===== config.mk =====
export PLATFORM = sky130hd
export DESIGN_NAME = bv_ram
export DESIGN_NICKNAME = d
export VERILOG_FILES = /design/src/rtl/mem_pkg.sv /design/src/rtl/bv_ram.sv
export VERILOG_INCLUDE_DIRS = /design/src /design/src/include
export SDC_FILE = /design/constraint.sdc
export NUM_CORES = 1
export LEC_CHECK = 0
export ABC_CLOCK_PERIOD_IN_PS = 2300
export BUFFER_PORTS_ARGS = -buffer_cell sky130_fd_sc_hd__buf_4
export CAP_MARGIN = 20
export CORE_MARGIN = 8
export CORE_UTILIZATION = 54
export DETAILED_ROUTE_END_ITERATION = 7
export PLACE_DENSITY = 0.79
export SLEW_MARGIN = 20
export SYNTH_ARGS = -nofsm -noshare
export SYNTH_HDL_FRONTEND = slang
export SYNTH_SLANG_ARGS = --single-unit

===== constraint.sdc =====
create_clock -name clk -period 2.3 [get_ports clk]
set_clock_uncertainty 0.1 [all_clocks]
set_input_delay 0.115 -clock clk [delete_from_list [all_inputs] [get_ports clk]]
set_output_delay 0.115 -clock clk [all_outputs]
set_load 0.02 [all_outputs]

===== src/include/alloc_settings.svh =====
// ----------------------------------------------------------
// Build-time settings for the bit-vector pointer allocator
// ----------------------------------------------------------
`ifndef ALLOC_SETTINGS_SVH
`define ALLOC_SETTINGS_SVH

// Global pointer width
`define PTR_WID 6
// Independent slices, power of two
`define NUM_SLICES 2
// Bitmap bits per RAM row
`define BV_COLS 8
// Per-core queue depths
`define CORE_ALLOC_Q_DEPTH 4
`define CORE_DEALLOC_Q_DEPTH 4

`endif


===== src/rtl/mem_pkg.sv =====
// ----------------------------------------------------------
// Bitmap RAM geometry and port request structs
// ----------------------------------------------------------
`include "alloc_settings.svh"

package mem_pkg;
    localparam int ROWS    = (2 ** `PTR_WID) / `NUM_SLICES / `BV_COLS;
    localparam int ROW_WID = $clog2(ROWS);

    typedef struct packed {
        logic                en;
        logic [ROW_WID-1:0]  addr;
        logic [`BV_COLS-1:0] data;
    } mem_wr_t;

    typedef struct packed {
        logic               en;
        logic [ROW_WID-1:0] addr;
    } mem_rd_t;
endpackage


===== src/rtl/bv_ram.sv =====
// ----------------------------------------------------------
// Simple dual-port bitmap RAM with clear-on-reset sequence
// ----------------------------------------------------------
`timescale 1ns/100ps
`include "alloc_settings.svh"

module bv_ram (
    input  logic                clk,
    input  logic                srst,
    input  mem_pkg::mem_wr_t    wr,
    input  mem_pkg::mem_rd_t    rd,
    output logic [`BV_COLS-1:0] rd_data,
    output logic                init_done
);

    logic [`BV_COLS-1:0]         mem [mem_pkg::ROWS];
    logic [mem_pkg::ROW_WID-1:0] clr_addr;
    logic                        clearing;

    // Clear one row per cycle after reset
    always_ff @(posedge clk) begin
        if (srst) begin
            clearing  <= 1'b1;
            clr_addr  <= '0;
            init_done <= 1'b0;
        end else begin
            if (clearing) begin
                clr_addr <= clr_addr + 1'b1;
                if (clr_addr == mem_pkg::ROW_WID'(mem_pkg::ROWS - 1))
                    clearing <= 1'b0;
            end
            init_done <= !clearing;
        end
    end

    // Core requests are ignored while clearing
    always_ff @(posedge clk) begin
        if (clearing)
            mem[clr_addr] <= '0;
        else if (wr.en)
            mem[wr.addr] <= wr.data;
        if (rd.en && !clearing)
            rd_data <= mem[rd.addr];
    end

endmodule


# Word-level counts from Yosys, hierarchy flattened
# Memories as Yosys holds them, arrays and structs flattened. A register that Yosys moved wholly into a read port is not among the register bits.
# Index checks and enable logic that the tools add are counted.
dict set report totals {
  n_memories 1
  ff_bits 4
  ram_bits 32
  in_bits 16
  output_inout_bits 9
}
dict set report op_classes {
  mux 10
  reduce_logical 3
  n_addsub 1
  eq_ne 1
}
# memory words word_bits read_ports rd_clocked_by_memory_dff write_ports line
set memory_table {}
lappend memory_table {mem 4 8 1 1 1 bv_ram.sv:16} ;# logic [`BV_COLS-1:0] mem [mem_pkg::ROWS];
# op n
set ops {}
lappend ops {{2-to-1 mux 1 bit} 8}
lappend ops {{2-to-1 mux 8 bit} 1}
lappend ops {{OR reduction 8 bit} 1}
lappend ops {{adder 2 x 1 -> 2 bit, second input constant} 1}
lappend ops {{equality test 2 bit, second input constant} 1}
lappend ops {{2-to-1 mux 2 bit} 1}
lappend ops {{logical AND 1 bit} 1}
lappend ops {{zero test 1 bit} 1}

# Longest topological paths before layout
dict set report depth {
  depth_word 5
  depth_mapped 3
  mapped_depth_nobuf 3
}

# Least setup slack after synthesis
# Ideal clock, no wire load.
dict set report synth_timing {
  kind {register to register}
  startpoint {register clearing}
  endpoint {memory mem[0][0] (netlist bit) (enable)}
  required_time_ns 1.812
  arrival_time_ns 1.239
  setup_time_ns 0.388
  path_slack_ns 0.573
  path_buffers 1
  path_stages_with_launch 3
  period_less_slack_ns 1.727
  cell_sequence {dfxtp_1 -> buf_2 -> o32ai_1}
}
dict set report synth_between {
  elab_chain_len 4
  word_cells_on_any_way 7
  classes_between {6 x mux; 1 x reduce/logical}
}
# item line
set synth_rtl {}
lappend synth_rtl {{from (decl)} bv_ram.sv:18} ;# logic clearing;
lappend synth_rtl {{from (signal assigned)} bv_ram.sv:23} ;# clearing <= 1'b1;
lappend synth_rtl {{from (signal assigned)} bv_ram.sv:30} ;# clearing <= 1'b0;
lappend synth_rtl {{2-to-1 mux 1 bit} bv_ram.sv:38} ;# if (clearing)
lappend synth_rtl {{2-to-1 mux 1 bit (implied by the code)} bv_ram.sv:41} ;# mem[wr.addr] <= wr.data;
lappend synth_rtl {{OR reduction 8 bit (no line)} n/a}
lappend synth_rtl {{2-to-1 mux 2 bit (no line) or 2-to-1 mux 1 bit (tied branches)} n/a}
lappend synth_rtl {{to (decl)} bv_ram.sv:16}
# Parallel ways exist; a longest one is shown, timed or not.

# Worst setup path after layout
dict set report layout_timing {
  startpoint {register clearing}
  endpoint {memory mem[1][5] (netlist bit) (enable)}
}
# The elaborated chain is that of the path after synthesis.

==> metrics.cfg <==
[run_status]
run_status=complete, no violations

[sta]
setup_ws_ns=0.841
setup_violations=0
finalSetupTns_ns=0
fin_crit_sh=0.634
finalMaxSlewViolations=0
relSlewSlack=0.645
fmax_mhz=685
hold_viol=0
worst_slew_pin_slew_ns=0.532
min_period_ns=1.46
rsz0062_at_grt=no

[detailed_routing]
ant_nets=0
avgRoutedWirePerCell_microns=17.5
drc=0
drt_iter0_drc=29
routed_via_density=5.39
wl_mm=2.68
firstDrtPassIters=4
dr_total_vias=824

[layout]
layout-drive-gt1-share=0.358
nets=136
stdcell_area_sq_um=1980
final_cells=153
diodes=0
syn2layout_area_growth_pct=19.2
fillers=195

[placed_design]
portBuffers=24
dp_cells=142
pre_cts_ws_ns=0.837
place_area_sq_um=1900
dp_hpwl_mm=1.99
place_congestion=0.743

[floorplanning]
die-area_sq_um=5100
initial_core_util=0.557
fp.coreArea_sq_um=2980
die_h_microns=71.4
ios=25
num_rows=20
die_w_microns=71.4

[logic_synthesis]
synth-main-ff-cell=edfxtp_1
yosysMostFrequentCell=edfxtp_1
synthCells=83
yosys_warnings=0
syn_nets=100
yosysSeqAreaShare=0.772
synth-seq-cells=44
synth_top_area_share=0.724
synth.distinct_cells=18
synth_edf_count=40
avgSynthCellArea_sq_um=20.0
ys_top_cells_by_count=edfxtp_1 (40), and2_1 (8), mux4_2 (8)
yosysTopAreaCell=edfxtp_1
synth_area_leaders=edfxtp_1 (72%), mux4_2 (11%), dfxtp_1 (4.8%), and2_1 (3.0%), nand2b_1 (1.1%)
ys_async_sr_fraction=0
netlist_area_sq_um=1660

[setup_path]
timing.critical_path.to_type=register
cp.arrival_ns=1.42
cp-start-kind=register
required_ns=2.26
crit_type=reg -> reg
cp_max_fo=11

[clocking]
cts_tree=built
cts_num_sinks=44
htreeDepth=2
cts_root_buffer=clkbuf_4
cts_resized=0
clk_path_buf_depth=2
cts_buffers=5
path_clk_slew_ns=0.12
post-cts-setup-buffer-count=0
clk_latency_ns=0.35

[global_routing]
grt_antenna_before_repair=0
gr-total-overflow=0
grt_pass1_wl_mm=4.28
grt_pass1_vias=932
grt_usage=0.117
grt_max_degree=14

[power_and_ir_drop]
irDropWorstVdd_mv=0.622
p_leak_nw=0.731
power_density_nw_per_um2=816

[run]
max_cap_viol_count=0

[worst_hold_path]
hold_path.class=in -> reg

==> worst max-delay path: stages (launching register included) <==
cell      delay, ns
dfxtp_1        0.55
nand2b_1       0.14
o32ai_1        0.16
buf_4          0.23
==> state kept, by name (all words and copies together), names as in the netlist <==
name,flops
init_done,1
clearing,1
mem,32
rd_data,8
clr_addr,2
==> kinds of logic (layout without fill, tap and decap cells) <==
group	after synthesis	after routing	share of synthesized area
XOR/XNOR	1	1	0.00528
AND/OR/NAND/NOR	18	18	0.0603
multiplexers	9	9	0.115
adder cells (fa/ha/maj)	1	1	0.00754
flip-flops	44	44	0.772
AO/OA/AOI/OAI	5	5	0.0226
buffers and inverters	5	42	0.0173
==> per-layer routing <==
layer  global-route usage  vias to the layer above  part of all wire  wire, microns
li1                     -                      396                 -              -
met1                0.101                      396              0.35            934
met2                0.214                       28              0.56           1490
met3               0.0656                        4             0.083            223
met4               0.0485                        0             0.013             34
met5                    0                        -                 0              0
==> layout make-up <==
cell class	instances	area, sq um	share of cell area
Clock buffer	7	45.0	0.0228
Sequential cell	44	1280	0.648
Multi-Input combinational cell	34	349	0.177
Clock inverter	1	5.00	0.00253
Tap cell	33	41.3	0.0209
Inverter	2	7.51	0.00380
Timing Repair Buffer	32	248	0.125
==> what timing repair did <==
action	CTS	global route
hold buffers	3	0
endpoints found under the hold margin	12	0
endpoints found under the setup margin	0	0
==> placed cells by master (no fill, tap or decap), types with 2 or more instances in the layout <==
| master | n |
|---|---|
| clkbuf_1 | 2 |
| dlygate4sd3_1 | 3 |
| dfxtp_1 | 4 |
| inv_1 | 2 |
| clkbuf_4 | 5 |
| nor2_1 | 3 |
| o22ai_1 | 2 |
| and2_1 | 8 |
| o32ai_1 | 2 |
| nand2_1 | 2 |
| nand2b_1 | 3 |
| nor2b_1 | 2 |
| buf_4 | 29 |
| mux4_2 | 8 |
| edfxtp_1 | 40 |
==> worst paths after layout <==
path | slack (ns) | endpoint | start | cells past startpoint
worst max-delay path | 0.84 | mem[1][5] | clearing | 3
worst min-delay path | 0.01 | mem[3][7] | wr[7] | 2
worst max register to register | 0.84 | mem[1][5] | clearing | 3
worst min register to register | 0.46 | clr_addr[1] | clr_addr[1] | 2
==> through the flow <==
stage | hold WS (ns) | util | power, mW
final | 0.0139 | 0.664 | 1.61
after global routing | 0.00106 | 0.664 | 1.68
after CTS | 0.00278 | 0.664 | 1.63
after detailed placement | 0.209 | 0.637 | 1.30
after global placement | 0.207 | 0.637 | 1.28
after floorplan | 0.0817 | - | 1.19
==> power breakdown <==
group	internal, mW	leakage (nW)	switching [mW]	total (mW)
clock	0.119	0.0293	0.216	0.336
sequential	1.01	0.418	0.0396	1.05
combinational	0.117	0.284	0.115	0.233
No activity file was read; power rests on OpenSTA's default activity.
