--- src/include/alloc_settings.svh ---
// ----------------------------------------------------------
// Build-time settings for the bit-vector pointer allocator
// ----------------------------------------------------------
`ifndef ALLOC_SETTINGS_SVH
`define ALLOC_SETTINGS_SVH

// Global pointer width
`define PTR_WID 6
// Independent slices, power of two
`define NUM_SLICES 2
// Bitmap bits per RAM row
`define BV_COLS 8
// Per-core queue depths
`define CORE_ALLOC_Q_DEPTH 4
`define CORE_DEALLOC_Q_DEPTH 4

`endif

--- src/rtl/alloc_pkg.sv ---
// ----------------------------------------------------------
// Allocator core FSM types, slice widths, monitor struct
// ----------------------------------------------------------
`include "alloc_settings.svh"

package alloc_pkg;
    localparam int SEL_WID       = $clog2(`NUM_SLICES);
    localparam int SLICE_PTR_WID = `PTR_WID - SEL_WID;
    localparam int COL_WID       = $clog2(`BV_COLS);

    typedef enum logic [2:0] {
        ST_INIT,
        ST_IDLE,
        ST_READ,
        ST_CHECK,
        ST_WRITE
    } core_state_e;

    // Read-modify-write in flight
    typedef enum logic {
        OP_SCAN,
        OP_FREE
    } core_op_e;

    typedef struct packed {
        logic                alloc;
        logic                dealloc;
        logic                dealloc_err;
        logic [`PTR_WID-1:0] err_ptr;
    } alloc_mon_t;
endpackage

--- src/rtl/mem_pkg.sv ---
// ----------------------------------------------------------
// Bitmap RAM geometry and port request structs
// ----------------------------------------------------------
`include "alloc_settings.svh"

package mem_pkg;
    localparam int ROWS    = (2 ** `PTR_WID) / `NUM_SLICES / `BV_COLS;
    localparam int ROW_WID = $clog2(ROWS);

    typedef struct packed {
        logic                en;
        logic [ROW_WID-1:0]  addr;
        logic [`BV_COLS-1:0] data;
    } mem_wr_t;

    typedef struct packed {
        logic               en;
        logic [ROW_WID-1:0] addr;
    } mem_rd_t;
endpackage

--- src/rtl/alloc_bv_core.sv ---
// ----------------------------------------------------------
// Per-slice allocator core with bitmap scan and free engine
// ----------------------------------------------------------
`timescale 1ns/100ps
`include "alloc_settings.svh"

module alloc_bv_core (
    input  logic                                clk,
    input  logic                                srst,
    input  logic                                mem_init_done,
    input  logic                                alloc_req,
    output logic                                alloc_rdy,
    output logic [alloc_pkg::SLICE_PTR_WID-1:0] alloc_ptr,
    input  logic                                dealloc_req,
    output logic                                dealloc_rdy,
    input  logic [alloc_pkg::SLICE_PTR_WID-1:0] dealloc_ptr,
    output mem_pkg::mem_wr_t                    mem_wr,
    output mem_pkg::mem_rd_t                    mem_rd,
    input  logic [`BV_COLS-1:0]                 mem_rd_data,
    output alloc_pkg::alloc_mon_t               mon
);

    localparam int SPW     = alloc_pkg::SLICE_PTR_WID;
    localparam int ROW_WID = mem_pkg::ROW_WID;
    localparam int COL_WID = alloc_pkg::COL_WID;

    alloc_pkg::core_state_e state;
    alloc_pkg::core_op_e    op;

    logic [ROW_WID-1:0]  row;
    logic [ROW_WID-1:0]  scan_row;
    logic [COL_WID-1:0]  col;
    logic [`BV_COLS-1:0] row_data;
    logic [`BV_COLS-1:0] new_data;
    logic                do_write;
    logic [COL_WID-1:0]  free_col;
    logic                free_found;
    logic                aq_push;
    logic                aq_wr_rdy;
    logic                dq_rd_rdy;
    logic [SPW-1:0]      dq_head;
    logic                start_free;
    logic                start_scan;

    // ------------------------------------------------------
    // Allocation and deallocation queues
    // ------------------------------------------------------
    ptr_fifo #(.DATA_WID(SPW), .DEPTH(`CORE_ALLOC_Q_DEPTH)) i_alloc_q (
        .clk, .srst,
        .wr_req(aq_push), .wr_rdy(aq_wr_rdy), .wr_data({row, col}),
        .rd_req(alloc_req), .rd_rdy(alloc_rdy), .rd_data(alloc_ptr)
    );

    ptr_fifo #(.DATA_WID(SPW), .DEPTH(`CORE_DEALLOC_Q_DEPTH)) i_dealloc_q (
        .clk, .srst,
        .wr_req(dealloc_req), .wr_rdy(dealloc_rdy), .wr_data(dealloc_ptr),
        .rd_req(start_free), .rd_rdy(dq_rd_rdy), .rd_data(dq_head)
    );

    // Queued frees win over a scan step
    assign start_free = (state == alloc_pkg::ST_IDLE) && dq_rd_rdy;
    assign start_scan = (state == alloc_pkg::ST_IDLE) && !dq_rd_rdy && aq_wr_rdy;

    always_comb begin
        mem_rd.en   = start_free || start_scan;
        mem_rd.addr = start_free ? dq_head[SPW-1 -: ROW_WID] : scan_row;
    end

    // Lowest clear bit of the row
    always_comb begin
        free_found = 1'b0;
        free_col   = '0;
        for (int i = `BV_COLS - 1; i >= 0; i--) begin
            if (!row_data[i]) begin
                free_found = 1'b1;
                free_col   = COL_WID'(i);
            end
        end
    end

    // ------------------------------------------------------
    // FSM: idle, read, check, write
    // ------------------------------------------------------
    always_ff @(posedge clk) begin
        if (srst) begin
            state    <= alloc_pkg::ST_INIT;
            scan_row <= '0;
        end else begin
            case (state)
                alloc_pkg::ST_INIT:  if (mem_init_done) state <= alloc_pkg::ST_IDLE;
                alloc_pkg::ST_IDLE:  if (start_free || start_scan) state <= alloc_pkg::ST_READ;
                alloc_pkg::ST_READ:  state <= alloc_pkg::ST_CHECK;
                alloc_pkg::ST_CHECK: begin
                    // Full row, move the scan on
                    if (op == alloc_pkg::OP_SCAN && !free_found)
                        scan_row <= scan_row + 1'b1;
                    state <= alloc_pkg::ST_WRITE;
                end
                default: state <= alloc_pkg::ST_IDLE;
            endcase
        end
    end

    always_ff @(posedge clk) begin
        if (start_free) begin
            op  <= alloc_pkg::OP_FREE;
            row <= dq_head[SPW-1 -: ROW_WID];
            col <= dq_head[COL_WID-1:0];
        end else if (start_scan) begin
            op  <= alloc_pkg::OP_SCAN;
            row <= scan_row;
        end
        if (state == alloc_pkg::ST_READ)
            row_data <= mem_rd_data;
        if (state == alloc_pkg::ST_CHECK) begin
            if (op == alloc_pkg::OP_FREE) begin
                // Bit already clear means a double free
                do_write <= row_data[col];
                new_data <= row_data & ~(`BV_COLS'(1) << col);
            end else begin
                do_write <= free_found;
                col      <= free_col;
                new_data <= row_data | (`BV_COLS'(1) << free_col);
            end
        end
    end

    assign aq_push = (state == alloc_pkg::ST_WRITE) && (op == alloc_pkg::OP_SCAN) && do_write;

    always_comb begin
        mem_wr.en   = (state == alloc_pkg::ST_WRITE) && do_write;
        mem_wr.addr = row;
        mem_wr.data = new_data;

        mon.alloc       = 1'b0;
        mon.dealloc     = (state == alloc_pkg::ST_WRITE) && (op == alloc_pkg::OP_FREE)
                          && do_write;
        mon.dealloc_err = (state == alloc_pkg::ST_WRITE) && (op == alloc_pkg::OP_FREE)
                          && !do_write;
        mon.err_ptr     = `PTR_WID'({row, col});
    end

endmodule

--- src/rtl/ptr_fifo.sv ---
// ----------------------------------------------------------
// Synchronous FWFT FIFO with req/rdy on both sides
// ----------------------------------------------------------
`timescale 1ns/100ps

module ptr_fifo #(
    parameter int DATA_WID = 8,
    parameter int DEPTH    = 4
) (
    input  logic                clk,
    input  logic                srst,
    input  logic                wr_req,
    output logic                wr_rdy,
    input  logic [DATA_WID-1:0] wr_data,
    input  logic                rd_req,
    output logic                rd_rdy,
    output logic [DATA_WID-1:0] rd_data
);

    localparam int IDX_WID = (DEPTH > 1) ? $clog2(DEPTH) : 1;

    logic [DATA_WID-1:0] mem [DEPTH];
    logic [IDX_WID-1:0]  wr_idx;
    logic [IDX_WID-1:0]  rd_idx;
    logic [IDX_WID:0]    count;
    logic                wr_en;
    logic                rd_en;

    assign wr_rdy  = count < (IDX_WID + 1)'(DEPTH);
    assign rd_rdy  = count != '0;
    // Head word is always visible
    assign rd_data = mem[rd_idx];
    assign wr_en   = wr_req && wr_rdy;
    assign rd_en   = rd_req && rd_rdy;

    always_ff @(posedge clk) begin
        if (srst) begin
            wr_idx <= '0;
            rd_idx <= '0;
            count  <= '0;
        end else begin
            if (wr_en)
                wr_idx <= (wr_idx == IDX_WID'(DEPTH - 1)) ? '0 : wr_idx + 1'b1;
            if (rd_en)
                rd_idx <= (rd_idx == IDX_WID'(DEPTH - 1)) ? '0 : rd_idx + 1'b1;
            count <= count + (IDX_WID + 1)'(wr_en) - (IDX_WID + 1)'(rd_en);
        end
    end

    always_ff @(posedge clk) begin
        if (wr_en)
            mem[wr_idx] <= wr_data;
    end

endmodule

--- config.mk ---
export PLATFORM = sky130hd
export DESIGN_NAME = alloc_bv_core
export DESIGN_NICKNAME = d
export VERILOG_FILES = /design/src/rtl/alloc_pkg.sv /design/src/rtl/mem_pkg.sv /design/src/rtl/alloc_bv_core.sv /design/src/rtl/ptr_fifo.sv
export VERILOG_INCLUDE_DIRS = /design/src /design/src/include
export SDC_FILE = /design/constraint.sdc
export NUM_CORES = 1
export LEC_CHECK = 0
export ABC_AREA = 1
export CAP_MARGIN = 10
export CORE_AREA = 3 3 122 136
export CTS_BUF_LIST = sky130_fd_sc_hd__clkbuf_16
export CTS_CLUSTER_DIAMETER = 40
export DETAILED_ROUTE_END_ITERATION = 16
export DIE_AREA = 0 0 125 139
export DONT_BUFFER_PORTS = 1
export PLACE_DENSITY = 0.5
export SLEW_MARGIN = 20
export SYNTH_ARGS = -nofsm -noshare
export SYNTH_HDL_FRONTEND = slang
export SYNTH_SLANG_ARGS = --single-unit
--- constraint.sdc ---
create_clock -name clk -period 4.69 [get_ports clk]
set_clock_uncertainty 0.2 [all_clocks]
set_input_delay 0 -clock clk [delete_from_list [all_inputs] [get_ports clk]]
set_output_delay 0 -clock clk [all_outputs]
set_load 0.01 [all_outputs]
# [Word-level counts from Yosys, hierarchy flattened]
# Memory sizes are Yosys's and may differ from the RTL's. A register that Yosys moved wholly into a read port is not among the register bits.
# Index checks and enable logic that the tools add are counted.
[op_classes] addsub=9 multipliers=0 n_div=0 n_lt_le_gt_ge=3 eq_ne=10 shifts=2 mux=41 bitwise_logic=4 reduce_logical=24
[op_table] op="two-way mux 3 bit" n=13
[op_table] op="two-way mux 2 bit" n=11
[op_table] op="left shift 1 x 3 -> 8 bit, first input constant" n=2
[op_table] op="logical AND 1 bit" n=14
[op_table] op="two-way mux 1 bit" n=14
[op_table] op="case mux 3 bit (4 select lines)" n=1
[op_table] op="adder 2 x 1 -> 2 bit, second input constant" n=5
[op_table] op="bitwise AND 8 bit" n=1
[op_table] op="equality test 2 bit, second input constant" n=4
[op_table] op="two-way mux 8 bit" n=1
[op_table] op="inverter 8 bit" n=1
[op_table] op="bitwise OR 8 bit" n=1
[op_table] op="adder 3 x 1 -> 3 bit" n=2
[op_table] op="equality test 3 x 2 -> 1 bit, second input constant" n=2
[op_table] op="less-than comparator 3 bit, second input constant" n=2
[op_table] op="nonzero test 3 bit" n=2
[op_table] op="subtractor 3 x 1 -> 3 bit" n=2
[op_table] op="less-than comparator 3 x 4 -> 1 bit, second input constant" n=1
[op_table] op="!= test 2 bit, second input constant" n=2
[op_table] op="AND reduction 2 bit" n=2
[op_table] op="binary-select mux 1 bit (select 3 bit)" n=1
[op_table] op="equality test 3 x 1 -> 1 bit, second input constant" n=1
[op_table] op="equality test 3 bit, second input constant" n=1
[op_table] op="zero test 1 bit" n=3
[op_table] op="4 further kinds" n=4
[totals] reg_bits=42 latchBits=0 ramBits=40 romBits=0 word_cells=109 mem_count=2
[mem_list] memory="i_alloc_q.mem" words=4 width=5 rd=1 rd_clocked_by_memory_dff=1 write_ports=1 line_no="ptr_fifo.sv:22" source="logic [DATA_WID-1:0] mem [DEPTH];"
[mem_list] memory="i_dealloc_q.mem" words=4 width=5 rd=1 rd_clocked_by_memory_dff=1 write_ports=1 line_no="ptr_fifo.sv:22"

# [Longest topological paths before layout]
[logic_depth] depth_word=11 ltp_mapped=12 mapped_depth_nobuf=12

# [Cells and area by module]
# A second synthesis with hierarchy kept.
[hier_totals] hier_cells=386 hier_area_um2=3896.2
[by_module_without_submodules] mod="alloc_bv_core" instances=1 cells_each=164 area_each_um2=1427.6
[by_module_without_submodules] mod="ptr_fifo at i_dealloc_q" instances=1 cells_each=111 area_each_um2=1243.7
[by_module_without_submodules] mod="ptr_fifo at i_alloc_q" instances=1 cells_each=111 area_each_um2=1224.9

# [Worst setup path before layout]
# Ideal clock, no wire load.
[synth_timing] kind="reg-to-reg" from="reg i_dealloc_q.count[2]" to="reg i_dealloc_q.count[2]" arrival_ns=1.997 setup_slack_ns=2.423 path_stages_with_launch=10 n_path_buf=1 path_cell_list="dfxtp_1 nor3_2 nor2_2 buf_4 ha_1 inv_1 ha_1 fa_1 or2_2 a21oi_1"
[synth_between] elab_chain_len=4
[synth_rtl] element="from (decl)" line_no="ptr_fifo.sv:25" source="logic [IDX_WID:0] count;"
[synth_rtl] element="from (signal assigned)" line_no="ptr_fifo.sv:46" source="count <= count + (IDX_WID + 1)'(wr_en) - (IDX_WID + 1)'(rd_en);"
[synth_rtl] element="less-than comparator 3 bit or nonzero test 3 bit (tied branches)" line_no="ptr_fifo.sv:29, ptr_fifo.sv:30"
[synth_rtl] element="logical AND 1 bit, on equally long branches" line_no="ptr_fifo.sv:33, alloc_bv_core.sv:61"
[synth_rtl] element="adder 3 x 1 -> 3 bit or logical AND 1 bit (tied branches)" line_no="ptr_fifo.sv:46, ptr_fifo.sv:34"
[synth_rtl] element="subtractor 3 x 1 -> 3 bit *" line_no="ptr_fifo.sv:46"
# Mark *: on every way between the ends. The rest lies on a longest branch, timed or not.
# A chain may end at the register's enable or synchronous reset.

# [Worst setup path in the final report]
[layout_timing] from="reg state[1]" to="reg i_dealloc_q.count[2]"
[layout_between] elab_chain_len=4
[layout_rtl] element="from (decl)" line_no="alloc_bv_core.sv:27" source="alloc_pkg::core_state_e state;"
[layout_rtl] element="from (signal assigned)" line_no="alloc_bv_core.sv:86" source="state <= alloc_pkg::ST_INIT;"
[layout_rtl] element="from (signal assigned)" line_no="alloc_bv_core.sv:90" source="alloc_pkg::ST_INIT: if (mem_init_done) state <= alloc_pkg::ST_IDLE;"
[layout_rtl] element="from (signal assigned)" line_no="alloc_bv_core.sv:91" source="alloc_pkg::ST_IDLE: if (start_free || start_scan) state <= alloc_pkg::ST_READ;"
[layout_rtl] element="equality test 3 x 1 -> 1 bit" line_no="alloc_bv_core.sv:61" source="assign start_free = (state == alloc_pkg::ST_IDLE) && dq_rd_rdy;"
[layout_rtl] element="logical AND 1 bit" line_no="alloc_bv_core.sv:61"
[layout_rtl] element="logical AND 1 bit" line_no="ptr_fifo.sv:34" source="assign rd_en = rd_req && rd_rdy;"
[layout_rtl] element="subtractor 3 x 1 -> 3 bit" line_no="ptr_fifo.sv:46"
# Every way passes these cells.

==> flow_metrics.env <==
export IMPL_run_status="complete, no violations"
export IMPL_setup_violations=0
export IMPL_synth_largest_area_cell="edfxtp_1"
export IMPL_ir_drop_uv=189
export IMPL_timing_hold_ws_ns=0.105
export IMPL_holdPathEnd="row_data[6]"
export IMPL_crit_fanout=12
export IMPL_post_layout_total_power_w=0.00228
export IMPL_n_antenna_cell=0
export IMPL_cp_start_kind="flop"
export IMPL_synth_edff_count=59
export IMPL_die_w_um=125
export IMPL_clk_path_buf_depth=2
export IMPL_syn_inst=373
export IMPL_required_ns=4.75
export IMPL_tns_ns=0
export IMPL_cp_end_kind="flop"
export IMPL_layout_drive_gt1_share_pct=6.78
export IMPL_synthTopCellsByCount="nor2_1, edfxtp_1, nand2_1"
export IMPL_r2r_start="state[1]"
export IMPL_synthArstFlopShare_pct=0
export IMPL_leakagePower_nw=1.72
export IMPL_via_per_inst=4.23
export IMPL_syn_area_mm2=0.00380
export IMPL_gp_congestion=0.814
export IMPL_period_minus_slack_ns=2.44
export IMPL_die_area_mm2=0.0174
export IMPL_wl_um=7950
export IMPL_track_usage_pct=9.47
export IMPL_yosys_warnings=0
export IMPL_grt_pass1_wl_um=13200
export IMPL_finalMaxSlewViolations=0
export IMPL_hp_start="mem_rd_data[6]"
export IMPL_synth_top_area_share_pct=46.7
export IMPL_regToRegSetupSlack_ns=2.25
export IMPL_cap_violations=0
export IMPL_cts_buffers=9
export IMPL_hold_depth=1
export IMPL_ios=48
export IMPL_maxSlewHeadroom_pct=49.7
export IMPL_first_pass_iters=4
export IMPL_cts_root_buf="clkbuf_16"
export IMPL_dp_hpwl_um=5970
export IMPL_netlist_top_cells_area="edfxtp_1, dfxtp_1, nor2_1, nand2_1, inv_1"
export IMPL_start_util_pct=24.5
export IMPL_rsz0062_at_grt="no"
export IMPL_yosysMostFrequentCell="nor2_1"
export IMPL_startpoint="state[1]"
export IMPL_hold_violations=0
export IMPL_path_clk_slew_ns=0.06
export IMPL_cts_resized=0
export IMPL_rr_endpoint="i_dealloc_q.count[2]"
export IMPL_grt_pass1_vias=2660
export IMPL_areaGrowthSynthToFinish_pct=17.8
export IMPL_antenna_found_initial=0
export IMPL_synth_cell_types=34
export IMPL_max_freq_ghz=0.410
export IMPL_die_y_um=139
export IMPL_grt_max_degree=16
export IMPL_row_count=48
export IMPL_avgSynthCellArea_um2=10.2
export IMPL_drtAntennaViolNets=0
export IMPL_core_area_mm2=0.0155
export IMPL_worst_pin_slew_ns=0.746
export IMPL_h_tree_depth=3
export IMPL_cts_setup_buffers=0
export IMPL_reg2reg_depth=9
export IMPL_post_drt_wl_per_cell_um=13.3
export IMPL_clock_sinks=86
export IMPL_remaining_drc_errors=0
export IMPL_first_iter_violations=97
export IMPL_min_path_type="in -> reg"
export IMPL_synth_ff_type="edfxtp_1"
export IMPL_power_density_mw_per_mm2=511
export IMPL_clk_latency_ns=0.33
export IMPL_cts_tree="built"
export IMPL_synth_seq_cells=86
export IMPL_fin_nets=427
export IMPL_cts_hold_buffers=17
export IMPL_io_buffers=0
export IMPL_ys_seq_area_share_pct=60.9
export IMPL_criticalPathCategory="reg -> reg"
export IMPL_min_period_over_period_pct=52.0
export IMPL_gr_total_overflow=0
export IMPL_vias=2527
export IMPL_cp_data_arrival_time_ns=2.50
## kinds of logic (layout without fill, tap and decap cells)
family	after synthesis	after routing	synth area share [%]
flops	86	86	60.9
xor+xnor	2	2	0.462
compound gates	67	67	9.86
simple gates	139	139	16.2
buf+inv	62	86	6.86
other cells	1	2	0.0988
fa+ha+maj	16	16	5.67
## final cells by class
type,instances,area [µm²]
fill,1631,11000
multi-input combinational,226,1230
tap,200,250
inverter,53,201
sequential,86,2310
clock buffer,10,250
clock inverter,6,60.1
timing repair buffer,17,170
## per-layer routing
metal	track usage [%]	wire length (µm)	share of wire, %
met1	11.4	3600	45
met2	15.6	3750	47
met3	2.93	443	5.6
met4	4.11	155	2.0
met5	0	0	0
## critical path: stages, from the launching register on
cell     delay, ns
dfxtp_1       0.33
inv_1         0.13
nand3_2       0.12
nor2_2        0.40
ha_1          0.19
inv_1         0.04
ha_1          0.18
fa_1          0.37
or2_2         0.30
a21oi_1       0.11
## cells in the final DEF (no fill, tap or decap), drive strengths merged, types with 2 or more instances in the layout
master / Yosys / layout
xor2: 2 / 2
dfxtp: 27 / 27
dlygate4sd3: 0 / 17
a211oi: 2 / 2
o211ai: 2 / 2
conb: 1 / 2
o211a: 2 / 2
o21ai: 38 / 38
edfxtp: 59 / 59
ha: 14 / 14
inv: 51 / 53
a21oi: 12 / 12
o22ai: 8 / 8
nor2: 67 / 67
nand2: 50 / 50
fa: 2 / 2
or2: 2 / 2
nor3: 2 / 2
clkinv: 2 / 5
clkbuf: 1 / 10
nand3: 14 / 14
nand4: 4 / 4
## registers in the layout (all words and copies together), names as in the netlist, 3 cells and up, named ones only
signal	flops
col	3
i_alloc_q.count	3
i_alloc_q.mem	20
i_dealloc_q.count	3
i_dealloc_q.mem	20
new_data	8
row_data	8
state	3
## report_power, final
part / switching [W] / internal, W
sequential: 0.000142 / 0.000935
combinational: 0.000313 / 0.000172
clock: 0.000279 / 0.000443
## how the worst max path moves through the flow
stage                                       to  slack [ns]  cells after the start
after floorplan           i_dealloc_q.count[2]        2.42                      9
after global placement    i_dealloc_q.count[2]        2.33                      9
after detailed placement  i_dealloc_q.count[2]        2.25                      9
after CTS                 i_dealloc_q.count[2]        2.23                      9
after global routing        i_alloc_q.count[2]        2.03                     12
final                     i_dealloc_q.count[2]        2.25                      9
## per-stage QoR
stage               utilization [%]  worst slack (ns)  cells  area [µm²]
finish                         28.9              2.25    598        4470
CTS                            28.9              2.23    598        4470
global placement               25.8              2.33    565        3990
detailed placement             25.8              2.25    565        3990
global route                   28.9              2.03    598        4470
floorplan                         -              2.42    374        3800
Power figures use the tool's default switching activity.
