## config.mk

```make
export PLATFORM = sky130hd
export DESIGN_NAME = ptr_fifo
export DESIGN_NICKNAME = d
export VERILOG_FILES = /design/src/rtl/ptr_fifo.sv
export SDC_FILE = /design/constraint.sdc
export NUM_CORES = 1
export LEC_CHECK = 0
export BUFFER_PORTS_ARGS = -buffer_cell sky130_fd_sc_hd__buf_2
export CAP_MARGIN = 20
export CORE_MARGIN = 1
export CORE_UTILIZATION = 50
export DETAILED_ROUTE_END_ITERATION = 12
export GPL_ROUTABILITY_DRIVEN = 0
export GPL_TIMING_DRIVEN = 1
export PLACE_DENSITY = 0.7
export REMOVE_ABC_BUFFERS = 1
export SETUP_SLACK_MARGIN = 0.02
export SYNTH_ARGS = -nofsm -noshare
export SYNTH_HDL_FRONTEND = slang
export SYNTH_SLANG_ARGS = --single-unit
```

## constraint.sdc

```tcl
create_clock -name clk -period 3 [get_ports clk]
set_input_delay 0.15 -clock clk [delete_from_list [all_inputs] [get_ports clk]]
set_output_delay 0.15 -clock clk [all_outputs]
set_load 0.01 [all_outputs]
```

## src/rtl/ptr_fifo.sv

```systemverilog
// ----------------------------------------------------------
// Synchronous FWFT FIFO with req/rdy on both sides
// ----------------------------------------------------------
`timescale 1ns/100ps

module ptr_fifo #(
    parameter int DATA_WID = 8,
    parameter int DEPTH    = 4
) (
    input  logic                clk,
    input  logic                srst,
    input  logic                wr_req,
    output logic                wr_rdy,
    input  logic [DATA_WID-1:0] wr_data,
    input  logic                rd_req,
    output logic                rd_rdy,
    output logic [DATA_WID-1:0] rd_data
);

    localparam int IDX_WID = (DEPTH > 1) ? $clog2(DEPTH) : 1;

    logic [DATA_WID-1:0] mem [DEPTH];
    logic [IDX_WID-1:0]  wr_idx;
    logic [IDX_WID-1:0]  rd_idx;
    logic [IDX_WID:0]    count;
    logic                wr_en;
    logic                rd_en;

    assign wr_rdy  = count < (IDX_WID + 1)'(DEPTH);
    assign rd_rdy  = count != '0;
    // Head word is always visible
    assign rd_data = mem[rd_idx];
    assign wr_en   = wr_req && wr_rdy;
    assign rd_en   = rd_req && rd_rdy;

    always_ff @(posedge clk) begin
        if (srst) begin
            wr_idx <= '0;
            rd_idx <= '0;
            count  <= '0;
        end else begin
            if (wr_en)
                wr_idx <= (wr_idx == IDX_WID'(DEPTH - 1)) ? '0 : wr_idx + 1'b1;
            if (rd_en)
                rd_idx <= (rd_idx == IDX_WID'(DEPTH - 1)) ? '0 : rd_idx + 1'b1;
            count <= count + (IDX_WID + 1)'(wr_en) - (IDX_WID + 1)'(rd_en);
        end
    end

    always_ff @(posedge clk) begin
        if (wr_en)
            mem[wr_idx] <= wr_data;
    end

endmodule

```

; ---- After elaboration in Yosys (flattened, before gate mapping)
; Memory sizes are Yosys's and may differ from the RTL's. A register that Yosys moved wholly into a read port is not among the register bits.
; Cells that the tools add are included.
[classes]
muxes = 6
n_eq_ne = 2
reduce_logical = 3
magnitude_cmp = 1
add_sub_neg = 4
[ops]
columns = op, count
row1 = $mux W2, 4
row2 = $add A2 B1 Y2 const B, 2
row3 = $eq A2 B2 Y1 const B, 2
row4 = $add A3 B1 Y3, 1
row5 = $lt A3 B3 Y1 const B, 1
row6 = $reduce_bool A3 Y1, 1
row7 = $sub A3 B1 Y3, 1
row8 = $logic_and A1 B1 Y1, 2
row9 = $mux W1, 2
[totals]
mem_bits_rw = 32
memories = 1
regBits = 7
wordCells = 20
out_inout_bits = 10
[memory_table]
columns = memory, words, word_bits, rd, rd_ports_with_merged_regs, wr, line
row1 = mem, 4, 8, 1, 1, 1, 22  ; logic [DATA_WID-1:0] mem [DEPTH];

; ---- Logic depth before layout (Yosys ltp)
; Gate-level depths: netlist of the first run.
[logic_depth]
word_depth = 4
ltp_mapped = 10
depth_no_buf = 9

; ---- Least setup slack after synthesis of the first run
; OpenSTA, ideal clock, no wires.
[synth_path]
path_kind = register to register
start = reg count[2]
end = reg count[2]
path_stages_with_launch = 10
slack_ps = 962
path_buffers = 0
t_arrival_ps = 1923
setup_time_ps = 115
t_required_ps = 2885
cell_sequence = dfxtp_1 > o31ai_2 > inv_1 > ha_1 > inv_1 > ha_1 > fa_1 > xnor2_1 > xnor2_1 > nor2_1
[synth_between]
elab_chain_cells = 4
elab_cells_between_ends = 6
classes_between = add/sub (2) / order compare (1) / reduce/logical (3)
[synth_rtl]
columns = element, line
row1 = from (decl), 25  ; logic [IDX_WID:0] count;
row2 = from (signal assigned), 46  ; count <= count + (IDX_WID + 1)'(wr_en) - (IDX_WID + 1)'(rd_en);
row3 = $lt A3 B3 Y1, 29  ; assign wr_rdy = count < (IDX_WID + 1)'(DEPTH);
row4 = $logic_and A1 B1 Y1, 33  ; assign wr_en = wr_req && wr_rdy;
row5 = $add A3 B1 Y3, 46
row6 = $sub A3 B1 Y3 (*), 46
; Mark *: on every way between the ends. The rest lies on a longest branch, timed or not.
; A chain may end at the register's enable or synchronous reset.

; ---- Final worst setup path of the first run
; Ends and elaborated chain as after synthesis.

==> results of run 1 <==
## worst min path at each step
stage / from / endpoint / slack (ps) / cells after the start
2_1_floorplan: srst / count[0]$_SDFF_PP0_ / 220 / 1
4_1_cts: wr_data[4] / mem[3][4]$_DFFE_PP_ / 7 / 1
3_3_place_gp: wr_data[4] / mem[1][4]$_DFFE_PP_ / 360 / 1
3_5_place_dp: wr_data[4] / mem[0][4]$_DFFE_PP_ / 370 / 1
6_report: wr_data[5] / mem[2][5]$_DFFE_PP_ / 20 / 1
5_1_grt: wr_data[2] / mem[0][2]$_DFFE_PP_ / 3 / 1
## timing repair
item / CTS / global route
hold endpoints to repair: 0 / 4
setup endpoints to repair: 0 / 0
gates resized for setup: 0 / 0
hold buffers: 0 / 1
## final cells by class
cell class | instances | share of cell area, %
Clock buffer | 8 | 2.679
Inverter | 8 | 1.648
Multi-Input combinational cell | 38 | 23.70
Sequential cell | 41 | 62.64
Tap cell | 44 | 3.022
Timing Repair Buffer | 22 | 6.319
## metal layers
metal	global-route usage, %	up-vias	wire length (um)
met5	0	-	0
met4	8.163	0	53
met3	6.813	5	162
met2	26.95	24	1217
met1	17.98	378	944
li1	-	381	-
## flip-flops by register name, summed over array words and instances, names as in the netlist, named ones only
| register | count |
|---|---|
| wr_idx | 2 |
| mem | 32 |
| rd_idx | 2 |
| count | 3 |
## cell usage in the layout (no fill, tap or decap), drive strengths merged
master and n:
xnor2 2, buf 21, nand2 1, nor2b 3
dlygate4sd3 1, or3 2, fa 1, o31ai 1
a21oi 1, mux2i 3, clkbuf 8, dfxtp 9
mux4 8, and2 4, edfxtp 32, nor2 5
ha 7, inv 8
## through the flow
step	total power, mW	utilization (%)	hold WS (ps)	worst slack (ps)
finish	1.319	59.67	22.50	772.1
global route	1.400	59.67	3.375	568.1
CTS	1.335	59.34	7.042	760.3
detailed placement	1.083	57.75	366.9	782.8
global placement	1.068	57.75	361.0	886.4
floorplan	0.9716	-	221.6	962.5
## cell families after synthesis
group	count (synthesis)	share of synthesized area, %
buffers and inverters	11	2.709
xor gates and xnor gates	2	1.084
muxes	11	13.00
and+or+nand+nor	15	4.876
AOI/OAI and AO/OA	2	1.083
DFF	41	70.59
adders and majority gates	8	6.656
## worst register-to-register path: stages (launching register included)
cell	delay (ps)
dfxtp_1	370
nor2b_1	390
inv_1	100
ha_1	290
inv_1	40
ha_1	190
fa_1	380
xnor2_1	190
xnor2_1	140
nor2_1	50
## where the power goes
part	total, mW	switching [mW]	internal [mW]	leakage [nW]
clock	0.252	0.158	0.0935	0.0265
sequential	0.744	0.0594	0.685	0.367
combinational	0.323	0.148	0.175	0.280
==> flow_summary_export.csv, run 1 <==
group,metric,value,unit
synth,synth-edff-count,32,
synth,synth_cells,90,
detailed_routing,routedWlPerCell,14.76,um
synth,yosys.area.top_type,"edfxtp_1",
synth,avgSynthCellArea,17.96,um^2
synth,ys_top_cells_by_area,"edfxtp_1 (59%), dfxtp_1 (11%), mux4_2 (11%), ha_1 (5.4%), mux2i_1 (1.9%)",
pwr,powerDensity,723.9,mW/mm^2
synth,netlist.area_leader.share,59.44,%
synth,synth.most_common_cell,"edfxtp_1",
critical_path,worst_setup_path_end_kind,"flop",
timing,setup_viol,0,
layout,layout.cells.non_filler,161,
floorplanning,ios,22,
cts,clkSlewWorstSetupHoldPaths,110,ps
synth,synth_commonest_cells,"edfxtp_1 (32), dfxtp_1 (9), inv_1 (8), mux4_2 (8), ha_1 (7)",
synth,synth_cell_types,17,
cts,h-tree-depth,2,
floorplanning,die_h,58.86,um
critical_path,cp.required,3240,ps
pwr,ir_drop,372.2,uV
critical_path,crit_arrival,2470,ps
critical_path,startpoint,"count[2]$_SDFF_PP0_",
detailed_routing,ant_nets,0,
cts,cts_buffers,5,
critical_path,cpLargestDelayFamily,"adder cells",
detailed_routing,dr.first_iter.drc_count,28,
detailed_routing,drtPass1Iterations,4,
floorplanning,fp.dieW,58.86,um
critical_path,cp_max_fo,7,
critical_path,critPathSlowestCell,"nor2b_1",
global_route,grt_overflow,0,
synth,yosysWarnings,0,
cts,cts_root_buffer,"clkbuf_4",
timing,hold_violations,0,
critical_path,crit_type,"reg -> reg",
layout,area_delta_synth_final,12.69,%
pwr,p_leak,0.6730,nW
layout,seqCellArea,0.001141,mm^2
floorplanning,initial_core_util,52.95,%
critical_path,startpoint_type,"flop",
layout,antenna_cells,0,
floorplanning,rows,20,
job,drv_cap,0,
timing,min_period,2228,ps
timing,final-max-slew-violation-count,0,
place,place_inst,152,
synth,yosysSeqAreaShare,70.59,%
layout,multi_input_area,431.7,um^2
critical_path,crit_chain,"nor2b_1 > inv_1 > ha_1 > inv_1 > ha_1 > fa_1 > xnor2_1 > xnor2_1 > nor2_1",
cts,clk_path_buf_depth,2,
detailed_routing,viasPerCell,4.894,
timing,max_slew_margin,63.60,%
critical_path,r2r_cells,9,
synth,netlist_area,0.001617,mm^2
synth,synth-seq-cells,41,
cts,cts_sinks,41,
global_route,grt_max_degree,12,
timing,fin_crit_sh,74.26,%
critical_path,r2r-start,"count[2]$_SDFF_PP0_",
layout,fillerInstances,252,
critical_path,reg2reg_to,"count[2]$_SDFF_PP0_",
layout,final_area,0.001822,mm^2
critical_path,endpoint,"count[2]$_SDFF_PP0_",
critical_path,r2r_slack,770,ps
timing,worst_pin_slew,545.2,ps
timing,setup_tns,0,ps
run_status,outcome,"finished, final reports clean",
place,port_buffers,21,
timing,final.setup_skew,6.301,ps
synth,yosys_most_used_dff,"edfxtp_1",
global_route,first_global_vias,777,
detailed_routing,wirelength,2.377,mm
cts,clock_latency,330,ps
global_route,grt_pass1_wl,3.788,mm
detailed_routing,drc,0,
critical_path,worstPathBufferInverterCount,2,
cts,tritoncts,"yes",
place,dpl.hpwl,1.535,mm
critical_path,cp_num_cells,9,
place,postPlaceCellArea,0.001763,mm^2
global_route,antenna_found_initial,0,
min_path,hold_class,"in -> reg",
synth,synthArstFlopShare,0,%
floorplanning,coreArea,0.003053,mm^2
critical_path,crit_path_max_incr_delay,390,ps
detailed_routing,vias,788,
timing,rsz0062_at_grt,"no",
global_route,grt_usage,16.27,%
floorplanning,die_area,0.003465,mm^2
layout,drive_above_1_share,29.91,%
cts,postCtsSetupBuffers,0,
layout,fin_nets,136,
timing,fmax,448.9,MHz
Power figures use the tool's default switching activity.
==> inputs of run 2 (changes only) <==
Settings changed: PLACE_DENSITY 0.7 to 0.73.
Clock period 3 ns to 1.81 ns, I/O delays scaled along.
==> run 2 against run 1 <==
Compared with the run above: the run now ends with negative setup slack left; critical path depth is the same; non-clock buffer count grew 16; clock-buffer cell count shrank 2; worst setup slack lost 880 ps; sequential power grew 61%; routed wire length grew 6.6%; register-to-register slack lost 880 ps; via count grew 9.3%; sequential cell count is the same; largest power group unchanged; critical path type unchanged; sequential share of layout area shrank 5.3 points; critical endpoint unchanged.
==> flow_summary_export.csv, run 2 (synthesis results as in run 1) <==
group,metric,value,unit
layout,fillerInstances,232,
floorplanning,die_h,58.86,um
cts,cts_sinks,41,
floorplanning,coreArea,0.003053,mm^2
timing,worst_pin_slew,435.5,ps
layout,top_register,"mem",
critical_path,cp.required,2050,ps
critical_path,startpoint,"count[0]$_SDFF_PP0_",
floorplanning,die_area,0.003465,mm^2
critical_path,cp_max_fo,2,
place,port_buffers,21,
floorplanning,initial_core_util,52.95,%
timing,fin_crit_sh,106.0,%
layout,largest_reg_flops,32,
layout,area_delta_synth_final,23.30,%
timing,max_slew_margin,70.96,%
timing,min_period,1918,ps
pwr,p_sw_share,28.36,%
critical_path,startpoint_type,"flop",
critical_path,r2r_slack,-110,ps
global_route,grt_overflow,0,
detailed_routing,dr.first_iter.drc_count,21,
critical_path,worst_setup_path_end_kind,"flop",
run_status,violations,"negative setup slack",
critical_path,crit_arrival,2160,ps
floorplanning,fp.dieW,58.86,um
pwr,combPwrFrac,29.8,%
pwr,p_leak,0.7574,nW
layout,layout_commonest_cell,"edfxtp_1",
place,dpl.hpwl,1.667,mm
global_route,grt_pass1_wl,3.919,mm
cts,h-tree-depth,2,
pwr,ir_drop,777.0,uV
timing,fmax,521.4,MHz
layout,fin_nets,152,
pwr,net-switching-power,0.6612,mW
timing,setup_tns,-154.4,ps
pwr,pwr-share-clk,18.6,%
min_path,min-delay-start,"rd_req",
critical_path,crit_type,"reg -> reg",
global_route,first_global_vias,889,
detailed_routing,ant_nets,0,
detailed_routing,routedWlPerCell,14.32,um
floorplanning,ios,22,
layout,reg.largest.list,"mem: 32 flops, count: 3 flops",
detailed_routing,wirelength,2.534,mm
critical_path,crit_chain,"o31ai_4 > inv_1 > ha_1 > inv_1 > ha_2 > fa_2 > xnor2_2 > xnor2_1 > nor2_1",
global_route,grt_max_degree,13,
critical_path,critPathSlowestCell,"dfxtp_2",
pwr,power.internal,1.670,mW
cts,clock_latency,340,ps
cts,cts_buffers,5,
global_route,antenna_found_initial,0,
cts,clk_path_buf_depth,2,
timing,final-max-slew-violation-count,0,
timing,rsz0062_at_grt,"yes",
run_status,outcome,"finished with violations",
timing,setup_viol,2,
pwr,seqPwrFrac,51.7,%
pwr,powerDensity,1170,mW/mm^2
cts,tritoncts,"yes",
critical_path,path_common_cell,"inv_1",
timing,hold_violations,0,
detailed_routing,viasPerCell,4.864,
layout,final_cell_mix,"edfxtp_1 (32), buf_2 (21), dlygate4sd3_1 (10), inv_1 (8), mux4_2 (8)",
layout,antenna_cells,0,
cts,cts_root_buffer,"clkbuf_4",
critical_path,r2r-start,"count[0]$_SDFF_PP0_",
floorplanning,rows,20,
timing,setup_ws,-108.1,ps
critical_path,crit_path_max_incr_delay,350,ps
global_route,grt_usage,17.03,%
detailed_routing,drtPass1Iterations,4,
timing,final.setup_skew,4.392,ps
detailed_routing,drc,0,
timing,timing.hold.ws,310.4,ps
layout,drive_above_1_share,37.59,%
pwr,power,2.332,mW
min_path,hold_class,"in -> reg",
detailed_routing,vias,861,
cts,clkSlewWorstSetupHoldPaths,110,ps
job,drv_cap,0,
[run 2: per-stage QoR]
step                util [%]  setup WS (ps)  instance area, um^2  cells
finish                 65.29         -108.1                 1993    177
global route           65.29         -258.4                 1993    177
CTS                    64.88         -159.0                 1981    177
detailed placement     59.22         -209.7                 1808    158
global placement       59.22         -145.8                 1808    158
floorplan                  -         -227.6                 1603     87
[run 2: timing repair]
item	in CTS	in global routing
setup endpoints to repair	2	2
pin swaps	4	3
gates resized for setup	4	3
hold endpoints to repair	35	0
hold buffers	10	0
buffers inserted	1	0
[run 2: critical path, delay by kind of cell, from the launching register on]
family | cells | cell delay [ps]
adder cells (fa/ha/maj) | 3 | 800
AND/OR/NAND/NOR | 1 | 60
XOR/XNOR | 2 | 270
AO/OA/AOI/OAI | 1 | 240
flip-flops | 1 | 350
buffers and inverters | 2 | 120
[run 2: metal layers]
layer,up-vias,GRT usage (%),routed length (um)
li1,416,-,-
met1,422,19.03,1065
met2,19,28.08,1332
met3,4,3.956,99
met4,0,13.27,36
met5,-,0,0
[run 2: area by class of cell]
class | instances | area (um^2) | share of cell area, %
clock inverters | 2 | 10.01 | 0.5022
inverters | 8 | 30.03 | 1.507
clock buffers | 6 | 41.29 | 2.072
repair buffers | 38 | 257.7 | 12.93
well taps | 44 | 55.05 | 2.762
flip-flops and latches | 41 | 1144 | 57.38
multi-input cells | 38 | 455.4 | 22.85
[run 2: path summary, 6_finish.rpt]
| kind | endpoint | cells after the start |
|---|---|---|
| worst max register to register | count[2]$_SDFF_PP0_ | 9 |
| worst min register to register | flop | 2 |
| worst max-delay path | count[2]$_SDFF_PP0_ | 9 |
| worst min-delay path | rd_idx[1]$_SDFFE_PP0N_ | 6 |
[run 2: power by group through the flow]
stage / clock, mW / combinational [mW] / sequential, mW
final: 0.433 / 0.694 / 1.20
after global routing: 0.474 / 0.774 / 1.22
after CTS: 0.439 / 0.689 / 1.20
after detailed placement: 0 / 0.634 / 1.22
after global placement: 0 / 0.623 / 1.21
after floorplan: 0 / 0.380 / 1.23
==> inputs of run 3 (changes only) <==
Settings changed: ABC_AREA from default to 1, BUFFER_PORTS_ARGS -buffer_cell sky130_fd_sc_hd__buf_2 to default, DONT_BUFFER_PORTS from default to 1, PLACE_DENSITY 0.73 to 0.67, SLEW_MARGIN from default to 20.
==> run 3 against run 2 <==
Compared with the run above: the run now ends clean; highest routed layer unchanged; maximum frequency rose by 10%; sequential cell count did not move; critical endpoint is now count[1]$_SDFF_PP0_; largest cell class unchanged; critical path type unchanged; combinational power rose by 17%; synthesized cell count rose by 54%; global-route usage rose by 1.9 points; clock power fell by 6.2%; first-iteration DRC count rose by 14%; die area rose by 3.4%; sequential share of layout area rose by 1.7 points; final area fell by 2.8%; non-clock buffer count fell by 20; via count rose by 22%.
==> flow_summary_export.csv, run 3 <==
group,metric,value,unit
detailed_routing,ant_nets,0,
place,port_buffers,0,
synth,yosysSeqAreaShare,68.16,%
layout,fillerInstances,275,
synth,yosys.area.top_type,"edfxtp_1",
timing,final-max-slew-violation-count,0,
cts,cts_buffers,5,
detailed_routing,viasPerCell,5.107,
pwr,seqPwrFrac,51.0,%
layout,layout_commonest_cell,"edfxtp_1",
detailed_routing,routedWlPerCell,14.34,um
global_route,grt_pass1_wl,4.671,mm
timing,final.setup_skew,2.478,ps
synth,netlist_area,0.001674,mm^2
layout,final_area,0.001938,mm^2
critical_path,startpoint_type,"flop",
critical_path,cp_max_fo,3,
layout,largest_reg_flops,32,
synth,yosysWarnings,0,
floorplanning,coreArea,0.003103,mm^2
pwr,p_sw_share,35.71,%
timing,setup_viol,0,
timing,fin_crit_sh,96.16,%
layout,fin_nets,182,
synth,synthArstFlopShare,0,%
critical_path,crit_type,"reg -> reg",
cts,cts_root_buffer,"clkbuf_4",
cts,tritoncts,"yes",
timing,fmax,574.6,MHz
min_path,hold_class,"in -> reg",
layout,layout.cells.non_filler,206,
cts,clock_latency,330,ps
layout,final_cell_mix,"edfxtp_1 (32), nor2_1 (23), inv_1 (15), o21ai_0 (13), dlygate4sd3_1 (12)",
timing,hold_violations,0,
layout,reg.largest.list,"mem: 32 flops, count: 3 flops",
synth,avgSynthCellArea,12.04,um^2
floorplanning,ios,22,
layout,antenna_cells,0,
floorplanning,die_h,59.87,um
synth,synth-edff-count,32,
layout,final_util,62.46,%
timing,rsz0062_at_grt,"no",
synth,ys_top_cells_by_area,"edfxtp_1 (57%), dfxtp_1 (11%), nor2_1 (5.4%), ha_1 (5.2%), o21ai_0 (3.9%)",
floorplanning,die_area,0.003584,mm^2
detailed_routing,drc,0,
cts,postCtsSetupBuffers,0,
timing,worst_pin_slew,303.0,ps
pwr,ir_drop,735.7,uV
layout,top_register,"mem",
critical_path,critPathSlowestCell,"fa_2",
critical_path,cp.required,2080,ps
synth,synth.most_common_cell,"edfxtp_1",
global_route,grt_usage,18.88,%
cts,h-tree-depth,2,
detailed_routing,dr.first_iter.drc_count,24,
layout,multi_input_area,460.4,um^2
place,postPlaceCellArea,0.001752,mm^2
pwr,power.internal,1.599,mW
global_route,met3_usage,6.277,%
layout,area_delta_synth_final,15.77,%
global_route,top_usage_layer,"met2",
cts,cts_sinks,41,
critical_path,cpLargestDelayFamily,"adder cells",
critical_path,worstPathBufferInverterCount,2,
cts,clk_path_buf_depth,2,
synth,synth_cells,139,
timing,max_slew_margin,79.77,%
run_status,outcome,"finished, final reports clean",
global_route,use_met2,34.44,%
global_route,grtUsageMet1,19.74,%
detailed_routing,wirelength,2.955,mm
pwr,pwr-share-clk,16.3,%
detailed_routing,drtPass1Iterations,4,
cts,clkSlewWorstSetupHoldPaths,110,ps
global_route,antenna_found_initial,0,
synth,synth_cell_types,19,
job,drv_cap,0,
global_route,grt_max_degree,17,
timing,min_period,1740,ps
layout,seqCellArea,0.001145,mm^2
timing,setup_tns,0,ps
global_route,grt_overflow,0,
critical_path,crit_arrival,2010,ps
critical_path,crit_path_max_incr_delay,510,ps
floorplanning,rows,20,
synth,yosys_most_used_dff,"edfxtp_1",
critical_path,crit_chain,"nor2_4 > a21boi_1 > ha_1 > inv_1 > ha_2 > fa_2 > inv_1 > nor2_1",
detailed_routing,vias,1052,
global_route,first_global_vias,1044,
pwr,net-switching-power,0.8882,mW
critical_path,path_common_cell,"inv_1",
floorplanning,fp.dieW,59.87,um
floorplanning,initial_core_util,53.95,%
critical_path,worst_setup_path_end_kind,"flop",
layout,drive_above_1_share,14.20,%
synth,synth-seq-cells,41,
place,dpl.hpwl,1.936,mm
pwr,p_leak,0.7243,nW
pwr,combPwrFrac,32.7,%
pwr,power,2.487,mW
pwr,powerDensity,1283,mW/mm^2
place,place_inst,187,
synth,netlist.area_leader.share,57.40,%
synth,synth_commonest_cells,"edfxtp_1 (32), nor2_1 (24), inv_1 (17)",
==> run 3: cell types whose count changed after synthesis, moves of 4 or more <==
cell,before,now
a21oi_1,1,5
inv_1,8,17
o22ai_1,0,8
nand2_1,1,8
nor2_1,5,24
mux4_2,8,0
o21ai_0,0,13
and2_1,4,0
==> run 3: per-layer routing <==
metal / vias up / part of all wire, %
met1: 498 / 38
met2: 20 / 57
met5: - / 0
li1: 526 / -
met4: 0 / 1.6
met3: 8 / 4.1
==> run 3: logic make-up (layout without fill, tap and decap cells) <==
kind of cell | count (synthesis) | in the layout | share of synthesized area, %
compound gates | 31 | 31 | 10.46
fa+ha+maj | 8 | 8 | 6.427
buf+inv | 20 | 43 | 5.381
flops | 41 | 41 | 68.16
simple gates | 39 | 39 | 9.567
==> run 3: what timing repair did <==
item / 4_1_cts / 5_1_grt
endpoints found under the hold margin: 41 / 0
hold buffers: 12 / 0
endpoints found under the setup margin: 0 / 2
gates resized for setup: 0 / 10
==> run 3: worst register-to-register path: stages (launching register included) <==
cell	delay, ps
dfxtp_4	380
nor2_4	120
a21boi_1	70
ha_1	270
inv_1	40
ha_2	160
fa_2	510
inv_1	50
nor2_1	90
==> run 3: final cells by class <==
cell class / instances / area share [%]
Clock buffer: 6 / 2.130
Inverter: 18 / 3.486
Multi-Input combinational cell: 78 / 23.76
Tap cell: 44 / 2.841
Clock inverter: 1 / 0.1937
Sequential cell: 41 / 59.07
Timing Repair Buffer: 18 / 8.522
==> run 3: worst paths after layout <==
kind,startpoint,to,slack (ps),cells after the start
max reg2reg,count[2]$_SDFF_PP0_,count[1]$_SDFF_PP0_,70,8
max,count[2]$_SDFF_PP0_,count[1]$_SDFF_PP0_,70,8
min reg2reg,rd_idx[1]$_SDFFE_PP0N_,rd_idx[1]$_SDFFE_PP0N_,550,2
min,rd_req,count[0]$_SDFF_PP0_,390,6
==> run 3: per-stage QoR <==
step                setup slack, ps  hold slack [ps]
floorplan                     113.4            159.6
global placement              166.8            162.7
detailed placement            62.65            164.0
CTS                           47.83            407.4
global route                  4.494            438.4
finish                        69.58            392.1
==> run 3: power groups by stage <==
| stage | combinational (mW) | sequential, mW | clock [mW] |
|---|---|---|---|
| after floorplan | 0.554 | 1.26 | 0 |
| after CTS | 0.790 | 1.25 | 0.418 |
| after global routing | 0.926 | 1.28 | 0.460 |
| final | 0.813 | 1.27 | 0.406 |
| after detailed placement | 0.754 | 1.27 | 0 |
| after global placement | 0.709 | 1.26 | 0 |
